File: config.mk
export PLATFORM = sky130hd
export DESIGN_NAME = exeTop
export DESIGN_NICKNAME = d
export VERILOG_FILES = /design/src/source/exePkg.sv /design/src/source/csrBus.sv /design/src/source/aluControl.sv /design/src/source/alu.sv /design/src/source/csrUnit.sv /design/src/source/forwardUnit.sv /design/src/source/executeStage.sv /design/src/source/exeTop.sv
export VERILOG_INCLUDE_DIRS = /design/src /design/src/include
export SDC_FILE = /design/constraint.sdc
export NUM_CORES = 1
export LEC_CHECK = 0
export BUFFER_PORTS_ARGS = -buffer_cell sky130_fd_sc_hd__buf_2
export CAP_MARGIN = 10
export CORE_MARGIN = 4
export CORE_UTILIZATION = 45
export DETAILED_ROUTE_END_ITERATION = 16
export PLACE_DENSITY_LB_ADDON = 0.08
export SLEW_MARGIN = 20
export SYNTH_ARGS = -nofsm -noshare
export SYNTH_HDL_FRONTEND = slang
export SYNTH_HIERARCHICAL = 1
export SYNTH_SLANG_ARGS = --single-unit
File: constraint.sdc
create_clock -name clk -period 11.15 [get_ports clk]
set_clock_uncertainty 0.05 [all_clocks]
set_input_delay 1.115 -clock clk [delete_from_list [all_inputs] [get_ports clk]]
set_output_delay 1.115 -clock clk [all_outputs]
set_load 0.03 [all_outputs]
File: src/include/exe_defines.svh
`ifndef EXE_DEFINES_SVH
`define EXE_DEFINES_SVH

// ALUOP codes from decode
`define ALUOP_RTYPE   3'b000
`define ALUOP_ITYPE   3'b001
`define ALUOP_MEMADDR 3'b010
`define ALUOP_BRANCH  3'b011
`define ALUOP_LUI     3'b100
`define ALUOP_JALR    3'b101

// funct3 of the SYSTEM opcode, CSR forms
`define CSR_RW  3'b001
`define CSR_RS  3'b010
`define CSR_RC  3'b011
`define CSR_RWI 3'b101
`define CSR_RSI 3'b110
`define CSR_RCI 3'b111

`define CSR_MTVEC    12'h305
`define CSR_MSCRATCH 12'h340
`define CSR_CYCLE    12'hC00
`define CSR_CYCLEH   12'hC80

`endif

File: src/source/exePkg.sv
package exePkg;

    typedef logic [31:0] word_t;
    typedef logic [4:0]  regAddr_t;
    typedef logic [11:0] csrAddr_t;

    typedef logic [2:0] aluOpCode_t; // ALUOP from decode
    typedef logic [2:0] funct3_t;
    typedef logic [6:0] funct7_t;

    typedef enum logic [1:0] {
        fromDecode = 2'b00,
        fromMem    = 2'b01,
        fromWb     = 2'b10
    } fwdSel_t;

    typedef enum logic [4:0] {
        aluAdd,
        aluSub,
        aluSll,
        aluSlt,
        aluSltu,
        aluXor,
        aluSrl,
        aluSra,
        aluOr,
        aluAnd,
        aluPassB, // lui
        aluBeq,
        aluBne,
        aluBlt,
        aluBge,
        aluBltu,
        aluBgeu
    } aluOp_t;

endpackage

File: src/source/csrBus.sv
`timescale 1ns/1ps

interface csrBus;
    import exePkg::*;

    csrAddr_t addr;
    logic     en;       // CSR instruction in execute
    funct3_t  funct3;
    word_t    srcValue; // rs1 value or zimm
    logic     srcZero;  // rs1 field is x0
    word_t    rdata;

    modport requester (
        output addr,
        output en,
        output funct3,
        output srcValue,
        output srcZero,
        input  rdata
    );

    modport responder (
        input  addr,
        input  en,
        input  funct3,
        input  srcValue,
        input  srcZero,
        output rdata
    );

endinterface

File: src/source/aluControl.sv
`timescale 1ns/1ps
`include "exe_defines.svh"

module aluControl (
    input  exePkg::aluOpCode_t aluOpCode,
    input  exePkg::funct3_t    funct3,
    input  exePkg::funct7_t    funct7,
    output exePkg::aluOp_t     aluCtrl
);
    import exePkg::*;

    // shared by R and I types, alt picks sub or sra
    function automatic aluOp_t arithOp(input funct3_t f3, input logic alt);
        aluOp_t op;
        case (f3)
            3'b000:  op = alt ? aluSub : aluAdd;
            3'b001:  op = aluSll;
            3'b010:  op = aluSlt;
            3'b011:  op = aluSltu;
            3'b100:  op = aluXor;
            3'b101:  op = alt ? aluSra : aluSrl;
            3'b110:  op = aluOr;
            default: op = aluAnd;
        endcase
        return op;
    endfunction

    function automatic aluOp_t branchOp(input funct3_t f3);
        aluOp_t op;
        case (f3)
            3'b001:  op = aluBne;
            3'b100:  op = aluBlt;
            3'b101:  op = aluBge;
            3'b110:  op = aluBltu;
            3'b111:  op = aluBgeu;
            default: op = aluBeq; // 000 and reserved codes
        endcase
        return op;
    endfunction

    always_comb begin
        case (aluOpCode)
            `ALUOP_RTYPE:   aluCtrl = arithOp(funct3, funct7[5]);
            // immediate bit 10 is only an opcode bit for srai
            `ALUOP_ITYPE:   aluCtrl = arithOp(funct3, funct7[5] && funct3 == 3'b101);
            `ALUOP_MEMADDR: aluCtrl = aluAdd;
            `ALUOP_BRANCH:  aluCtrl = branchOp(funct3);
            `ALUOP_LUI:     aluCtrl = aluPassB;
            `ALUOP_JALR:    aluCtrl = aluAdd;
            default:        aluCtrl = aluAdd;
        endcase
    end

endmodule

File: src/source/alu.sv
`timescale 1ns/1ps

module alu (
    input  exePkg::word_t  opA,
    input  exePkg::word_t  opB,
    input  exePkg::aluOp_t aluCtrl,
    output exePkg::word_t  result,
    output logic           zeroFlag
);
    import exePkg::*;

    logic [4:0] shamt;
    logic       lessSigned;
    logic       lessUnsigned;

    assign shamt        = opB[4:0];
    assign lessSigned   = $signed(opA) < $signed(opB);
    assign lessUnsigned = opA < opB;

    always_comb begin
        case (aluCtrl)
            aluAdd:   result = opA + opB;
            aluSub:   result = opA - opB;
            aluSll:   result = opA << shamt;
            aluSlt:   result = {31'b0, lessSigned};
            aluSltu:  result = {31'b0, lessUnsigned};
            aluXor:   result = opA ^ opB;
            aluSrl:   result = opA >> shamt;
            aluSra:   result = $signed(opA) >>> shamt;
            aluOr:    result = opA | opB;
            aluAnd:   result = opA & opB;
            aluPassB: result = opB;
            // compares give zero when the branch is taken
            aluBeq:   result = {31'b0, opA != opB};
            aluBne:   result = {31'b0, opA == opB};
            aluBlt:   result = {31'b0, !lessSigned};
            aluBge:   result = {31'b0, lessSigned};
            aluBltu:  result = {31'b0, !lessUnsigned};
            aluBgeu:  result = {31'b0, lessUnsigned};
            default:  result = '0;
        endcase
    end

    assign zeroFlag = (result == '0);

endmodule

File: src/source/csrUnit.sv
`timescale 1ns/1ps
`include "exe_defines.svh"

module csrUnit (
    input logic      clk,
    input logic      rst,
    csrBus.responder bus
);
    import exePkg::*;

    word_t       mtvec;
    word_t       mscratch;
    logic [63:0] cycleCnt;
    word_t       oldValue;
    word_t       newValue;
    logic        doWrite;

    always_comb begin
        case (bus.addr)
            `CSR_MTVEC:    oldValue = mtvec;
            `CSR_MSCRATCH: oldValue = mscratch;
            `CSR_CYCLE:    oldValue = cycleCnt[31:0];
            `CSR_CYCLEH:   oldValue = cycleCnt[63:32];
            default:       oldValue = '0; // unimplemented
        endcase
    end

    assign bus.rdata = oldValue;

    // read-modify-write value, set/clear skip the write for x0 or zimm 0
    always_comb begin
        case (bus.funct3)
            `CSR_RW, `CSR_RWI: begin
                newValue = bus.srcValue;
                doWrite  = bus.en;
            end
            `CSR_RS, `CSR_RSI: begin
                newValue = oldValue | bus.srcValue;
                doWrite  = bus.en && !bus.srcZero;
            end
            `CSR_RC, `CSR_RCI: begin
                newValue = oldValue & ~bus.srcValue;
                doWrite  = bus.en && !bus.srcZero;
            end
            default: begin
                newValue = oldValue;
                doWrite  = 1'b0;
            end
        endcase
    end

    always_ff @(posedge clk or posedge rst) begin
        if (rst) begin
            mtvec    <= '0;
            mscratch <= '0;
            cycleCnt <= '0;
        end else begin
            cycleCnt <= cycleCnt + 64'd1; // free running
            if (doWrite && bus.addr == `CSR_MTVEC)
                mtvec <= newValue;
            if (doWrite && bus.addr == `CSR_MSCRATCH)
                mscratch <= newValue;
        end
    end

endmodule

File: src/source/forwardUnit.sv
`timescale 1ns/1ps

module forwardUnit (
    input  exePkg::regAddr_t rs1Addr,
    input  exePkg::regAddr_t rs2Addr,
    input  exePkg::regAddr_t memRdAddr,
    input  logic             memRegWrite,
    input  exePkg::regAddr_t wbRdAddr,
    input  logic             wbRegWrite,
    output exePkg::fwdSel_t  rs1Sel,
    output exePkg::fwdSel_t  rs2Sel
);
    import exePkg::*;

    // the younger result in memory wins over writeback
    function automatic fwdSel_t pickSource(input regAddr_t srcAddr);
        fwdSel_t sel;
        if (memRegWrite && memRdAddr != '0 && memRdAddr == srcAddr)
            sel = fromMem;
        else if (wbRegWrite && wbRdAddr != '0 && wbRdAddr == srcAddr)
            sel = fromWb;
        else
            sel = fromDecode;
        return sel;
    endfunction

    always_comb begin
        rs1Sel = pickSource(rs1Addr);
        rs2Sel = pickSource(rs2Addr);
    end

endmodule

File: src/source/executeStage.sv
`timescale 1ns/1ps

module executeStage (
    input  logic               clk,
    input  logic               rst,
    input  exePkg::word_t      idPc,
    input  exePkg::word_t      idRs1Data,
    input  exePkg::word_t      idRs2Data,
    input  exePkg::word_t      idImm,
    input  exePkg::funct3_t    idFunct3,
    input  exePkg::funct7_t    idFunct7,
    input  exePkg::aluOpCode_t idAluOp,
    input  exePkg::regAddr_t   idRdAddr,
    input  exePkg::regAddr_t   idRs1Addr,
    input  logic               idPcToRegSrc,
    input  logic               idAluSrc,
    input  logic               idRdSrc,
    input  logic               idMemRead,
    input  logic               idMemWrite,
    input  logic               idMemToReg,
    input  logic               idRegWrite,
    input  exePkg::csrAddr_t   idCsrAddr,
    input  logic               idCsrEn,
    input  exePkg::word_t      memFwdData,
    input  exePkg::word_t      wbData,
    input  exePkg::fwdSel_t    rs1Sel,
    input  exePkg::fwdSel_t    rs2Sel,
    output exePkg::word_t      exePcToReg,
    output exePkg::word_t      exeAluOut,
    output exePkg::word_t      exeRs2Data,
    output exePkg::regAddr_t   exeRdAddr,
    output exePkg::funct3_t    exeFunct3,
    output logic               exeRdSrc,
    output logic               exeMemRead,
    output logic               exeMemWrite,
    output logic               exeMemToReg,
    output logic               exeRegWrite,
    output logic               zeroFlag,
    output exePkg::word_t      pcImm,
    output exePkg::word_t      pcJr
);
    import exePkg::*;

    word_t  rs1Value;
    word_t  rs2Value;
    word_t  opB;
    word_t  aluResult;
    word_t  pcPlus4;
    aluOp_t aluCtrl;

    csrBus csrIf ();

    function automatic word_t fwdMux(input fwdSel_t sel, input word_t idData);
        word_t value;
        case (sel)
            fromMem: value = memFwdData;
            fromWb:  value = wbData;
            default: value = idData;
        endcase
        return value;
    endfunction

    assign rs1Value = fwdMux(rs1Sel, idRs1Data);
    assign rs2Value = fwdMux(rs2Sel, idRs2Data);
    assign opB      = idAluSrc ? rs2Value : idImm; // low picks the immediate

    assign pcImm   = idPc + idImm;
    assign pcPlus4 = idPc + 32'd4;
    assign pcJr    = {aluResult[31:1], 1'b0}; // jalr clears bit 0

    aluControl aluControl_i (
        .aluOpCode (idAluOp),
        .funct3    (idFunct3),
        .funct7    (idFunct7),
        .aluCtrl   (aluCtrl)
    );

    alu alu_i (
        .opA      (rs1Value),
        .opB      (opB),
        .aluCtrl  (aluCtrl),
        .result   (aluResult),
        .zeroFlag (zeroFlag)
    );

    // immediate CSR forms carry zimm in the rs1 field
    assign csrIf.addr     = idCsrAddr;
    assign csrIf.en       = idCsrEn;
    assign csrIf.funct3   = idFunct3;
    assign csrIf.srcValue = idFunct3[2] ? {27'b0, idRs1Addr} : rs1Value;
    assign csrIf.srcZero  = (idRs1Addr == '0);

    csrUnit csrUnit_i (
        .clk (clk),
        .rst (rst),
        .bus (csrIf.responder)
    );

    always_ff @(posedge clk or posedge rst) begin
        if (rst) begin
            exePcToReg  <= '0;
            exeAluOut   <= '0;
            exeRs2Data  <= '0;
            exeRdAddr   <= '0;
            exeFunct3   <= '0;
            exeRdSrc    <= 1'b0;
            exeMemRead  <= 1'b0;
            exeMemWrite <= 1'b0;
            exeMemToReg <= 1'b0;
            exeRegWrite <= 1'b0;
        end else begin
            exePcToReg  <= idPcToRegSrc ? pcImm : pcPlus4; // auipc or link
            exeAluOut   <= idCsrEn ? csrIf.rdata : aluResult; // old CSR value
            exeRs2Data  <= rs2Value; // store data
            exeRdAddr   <= idRdAddr;
            exeFunct3   <= idFunct3;
            exeRdSrc    <= idRdSrc;
            exeMemRead  <= idMemRead;
            exeMemWrite <= idMemWrite;
            exeMemToReg <= idMemToReg;
            exeRegWrite <= idRegWrite;
        end
    end

endmodule

File: src/source/exeTop.sv
`timescale 1ns/1ps

module exeTop (
    input  logic               clk,
    input  logic               rst,
    input  exePkg::word_t      idPc,
    input  exePkg::word_t      idRs1Data,
    input  exePkg::word_t      idRs2Data,
    input  exePkg::word_t      idImm,
    input  exePkg::funct3_t    idFunct3,
    input  exePkg::funct7_t    idFunct7,
    input  exePkg::aluOpCode_t idAluOp,
    input  exePkg::regAddr_t   idRdAddr,
    input  exePkg::regAddr_t   idRs1Addr,
    input  exePkg::regAddr_t   idRs2Addr,
    input  logic               idPcToRegSrc,
    input  logic               idAluSrc,
    input  logic               idRdSrc,
    input  logic               idMemRead,
    input  logic               idMemWrite,
    input  logic               idMemToReg,
    input  logic               idRegWrite,
    input  exePkg::csrAddr_t   idCsrAddr,
    input  logic               idCsrEn,
    input  exePkg::word_t      memFwdData,
    input  exePkg::regAddr_t   memRdAddr,
    input  logic               memRegWrite,
    input  exePkg::word_t      wbData,
    input  exePkg::regAddr_t   wbRdAddr,
    input  logic               wbRegWrite,
    output exePkg::word_t      exePcToReg,
    output exePkg::word_t      exeAluOut,
    output exePkg::word_t      exeRs2Data,
    output exePkg::regAddr_t   exeRdAddr,
    output exePkg::funct3_t    exeFunct3,
    output logic               exeRdSrc,
    output logic               exeMemRead,
    output logic               exeMemWrite,
    output logic               exeMemToReg,
    output logic               exeRegWrite,
    output logic               zeroFlag,
    output exePkg::word_t      pcImm,
    output exePkg::word_t      pcJr
);
    import exePkg::*;

    fwdSel_t rs1Sel;
    fwdSel_t rs2Sel;

    forwardUnit forwardUnit_i (
        .rs1Addr     (idRs1Addr),
        .rs2Addr     (idRs2Addr),
        .memRdAddr   (memRdAddr),
        .memRegWrite (memRegWrite),
        .wbRdAddr    (wbRdAddr),
        .wbRegWrite  (wbRegWrite),
        .rs1Sel      (rs1Sel),
        .rs2Sel      (rs2Sel)
    );

    executeStage executeStage_i (
        .clk          (clk),
        .rst          (rst),
        .idPc         (idPc),
        .idRs1Data    (idRs1Data),
        .idRs2Data    (idRs2Data),
        .idImm        (idImm),
        .idFunct3     (idFunct3),
        .idFunct7     (idFunct7),
        .idAluOp      (idAluOp),
        .idRdAddr     (idRdAddr),
        .idRs1Addr    (idRs1Addr),
        .idPcToRegSrc (idPcToRegSrc),
        .idAluSrc     (idAluSrc),
        .idRdSrc      (idRdSrc),
        .idMemRead    (idMemRead),
        .idMemWrite   (idMemWrite),
        .idMemToReg   (idMemToReg),
        .idRegWrite   (idRegWrite),
        .idCsrAddr    (idCsrAddr),
        .idCsrEn      (idCsrEn),
        .memFwdData   (memFwdData),
        .wbData       (wbData),
        .rs1Sel       (rs1Sel),
        .rs2Sel       (rs2Sel),
        .exePcToReg   (exePcToReg),
        .exeAluOut    (exeAluOut),
        .exeRs2Data   (exeRs2Data),
        .exeRdAddr    (exeRdAddr),
        .exeFunct3    (exeFunct3),
        .exeRdSrc     (exeRdSrc),
        .exeMemRead   (exeMemRead),
        .exeMemWrite  (exeMemWrite),
        .exeMemToReg  (exeMemToReg),
        .exeRegWrite  (exeRegWrite),
        .zeroFlag     (zeroFlag),
        .pcImm        (pcImm),
        .pcJr         (pcJr)
    );

endmodule

==> run metrics <==
GPL Wtd Cong=1.13; TritonCTS clock tree=done; first-pass GRT wire length=197 mm; via count=29600; Post-synth EDFFs=0; layout cells sized above 1=24.3%; die span in y=251 um; Overflow after GRT=0; DP Area=0.0294 mm^2; Synth async-reset ratio=100%; XOR/XNOR Fraction of Synth Area=6.15%; pin count of the biggest net entering global routing=74; Pwr Density=123 mW/mm^2; status=complete, no violations; post-route cell area=0.0304 mm^2; commonest non-fill, non-tap cell in the layout=buf_2; Clock Tree Buf Depth=3; Mean Syn Cell Area=8.34 um^2; cell internal pwr=2.05 mW; Ys Warns=6; wirelength, routed=138 mm; worst min path class=reg2reg; sequential fraction of the synthesis area=22.4%; Arrival @ worst endpoint=8.92 ns; Hold WS=0.415 ns; # Max-Cap Violations=0; Final Cycle Share=90.4%; Max VDD drop=129 uV; commonest non-fill, non-tap cells in the layout=buf_2, nand2_1, dfrtp_1; startpoint types=input pin; initial antenna violation count=17; CP max FO=50; Synth Area in Simple Gates=19.5%; TritonRoute pass-1 iters=6; Layout area overhead=14.7%; Post-CTS Hold Buffers=0; CP endpoint kind=primary output; final total power=3.73 mW; setup TNS=0 ns; WL/cell=32.1 um; syn_nets=3575; CP Data Required Time=9.99 ns; combinational share of power=49.0%; Clock transition at path regs=0.06 ns; I/O Buffers=420; CTS Root Cell=clkbuf_16; Crit Path Class=in2out; number of DRC markers in iteration 0=3946; DR DRC count=0; Max-slew headroom=14.5%; Cell Area, Synth=0.0265 mm^2; CTS sink count=237; vias in the first global route=28100; die area=0.0628 mm^2; final setup violation count=0; Adder-Cell Fraction of Synth Area=7.03%; total track usage=41.5%; vias per cell=6.90; Clock Power Share=26.2%; Detail Placement HPWL=107 mm; CTS resizes=0; mux contribution to synthesized area=13.9%; largest family of logic cells by synthesized area=compound AO/OA/AOI/OAI gates; post-route ant nets=0; Initial Util=45.6%; synthesized instance count=3174; Slew @ Worst Pin=1.26 ns; # rows=88; Sw Share=45.1%; RSZ-0062 raised after global routing=no; Net Switching=1.68 mW; layout net count=3889; top_reg_cell synth=dfrtp_1; final hold vios=0; Leak Pwr=13.5 nW; FF+latch count, synth=237; Core Area=0.0580 mm^2; fmax=0.0992 GHz; min Tclk post-route=10.08 ns; synth unique cells=115; die width=251 um; Compound-Gate Fraction of Synth Area=25.1%; I/O pins=428; Clk Latency, worst-skew pair=0.59 ns; post-CTS setup buffer count=0; max-slew violation count=0; Num CTS Buffers=29; part of the power in registers=24.8%; H-tree depth=1
[state kept, by name, summed over array words and instances, names as in the netlist]
signal / count
executeStage_i/csrUnit_i/mtvec: 32
executeStage_i/csrUnit_i/mscratch: 32
executeStage_i/exeMemRead: 1
executeStage_i/exeFunct3: 3
executeStage_i/exeRs2Data: 32
executeStage_i/exePcToReg: 32
executeStage_i/csrUnit_i/cycleCnt: 64
executeStage_i/exeRdSrc: 1
executeStage_i/exeRegWrite: 1
executeStage_i/exeMemWrite: 1
executeStage_i/exeMemToReg: 1
executeStage_i/exeRdAddr: 5
executeStage_i/exeAluOut: 32
[critical path, cell delays in order]
cell	delay, ns
buf_2	0.12
or4_1	0.55
o21ai_2	0.17
nor4_1	0.11
nor4_1	0.55
ha_4	0.51
a22oi_1	0.16
o21ai_0	0.64
mux2_2	0.60
buf_12	0.32
nor2b_1	0.17
a222oi_1	0.66
inv_1	0.08
mux4_2	0.47
a2111o_1	0.63
nand4bb_1	0.29
nor4_1	0.23
buf_4	0.19
nand4b_1	0.10
nor4_1	0.31
buf_4	0.18
nand4b_1	0.18
nor4_2	0.26
buf_2	0.24
[worst paths after layout]
check	from	endpoint	slack (ns)	depth (start not counted)
max in group asynchronous	rst	executeStage_i/csrUnit_i/mtvec[0]	9.00	3
min reg2reg	executeStage_i/csrUnit_i/cycleCnt[63]	executeStage_i/csrUnit_i/cycleCnt[63]	0.42	1
min	executeStage_i/csrUnit_i/cycleCnt[63]	executeStage_i/csrUnit_i/cycleCnt[63]	0.42	1
min in group asynchronous	rst	executeStage_i/exeAluOut[15]	0.47	2
max	memRdAddr[1]	zeroFlag	1.07	24
max reg2reg	executeStage_i/csrUnit_i/cycleCnt[5]	executeStage_i/csrUnit_i/cycleCnt[63]	8.35	5
[cells by family after synthesis]
family                   Yosys count
flip-flops                       237
adder cells (fa/ha/maj)          147
AND/OR/NAND/NOR                  981
AO/OA/AOI/OAI                    966
buffers and inverters            371
other                              1
XOR/XNOR                         186
multiplexers                     285
[power groups by stage]
| stage | clock network (mW) | logic, mW | registers (mW) |
|---|---|---|---|
| final | 0.979 | 1.83 | 0.924 |
| after global routing | 1.03 | 1.89 | 0.928 |
| after CTS | 0.992 | 1.76 | 0.924 |
| after detailed placement | 0 | 1.75 | 0.939 |
| after global placement | 0 | 1.74 | 0.939 |
| after floorplan | 0 | 0.990 | 1.03 |
[cell usage after synthesis (19+ instances only)]
master,n,area share [%]
nand2b_1,19,0.45
mux2_2,151,6.4
o21ai_0,230,4.3
xor2_1,56,1.9
buf_2,29,0.55
inv_1,121,1.7
and3_1,90,2.1
buf_1,20,0.28
nor2_1,159,2.3
dfrtp_1,237,22
ha_1,144,6.8
o31ai_1,50,1.4
mux4_2,49,4.2
a22oi_1,101,2.9
a211oi_1,29,0.82
o31a_1,35,1.2
mux2i_1,82,3.1
nor3_1,62,1.2
o211ai_1,39,1.1
clkbuf_1,176,2.5
nor2b_1,58,1.4
o22a_1,32,1.1
nand4_1,47,1.1
nand3_1,83,1.6
a31oi_1,19,0.45
nor4_1,40,0.94
o22ai_1,23,0.54
a21oi_1,152,2.9
o21a_1,25,0.71
nand2_1,276,3.9
a21o_1,39,1.1
xnor2_1,130,4.3
[final cells by class]
type	count	area, um^2
Antenna cell	10	25.0
Clock buffer	40	847
Clock inverter	12	125
Fill cell	5582	27600
Inverter	124	470
Multi-Input combinational cell	2566	19100
Sequential cell	237	5930
Tap cell	765	957
Timing Repair Buffer	530	2950
[metrics by stage]
step           util [%]  cells  setup slack [ns]
2_1_floorplan         -   3174              2.09
3_3_place_gp       50.6   4222              1.34
3_5_place_dp       50.6   4222              1.25
4_1_cts            52.3   4274              1.21
5_1_grt            52.3   4277             0.806
6_report           52.4   4284              1.07
[routing by layer]
| layer | vias to the layer above | GRT usage, % | share of wire [%] |
|---|---|---|---|
| met2 | 1954 | 62.3 | 43 |
| met3 | 391 | 11.2 | 12 |
| met1 | 14700 | 55.7 | 40 |
| li1 | 12600 | - | - |
| met4 | 8 | 19.2 | 5.8 |
| met5 | - | 1.93 | 0.14 |
No activity file was read; power rests on OpenSTA's default activity.
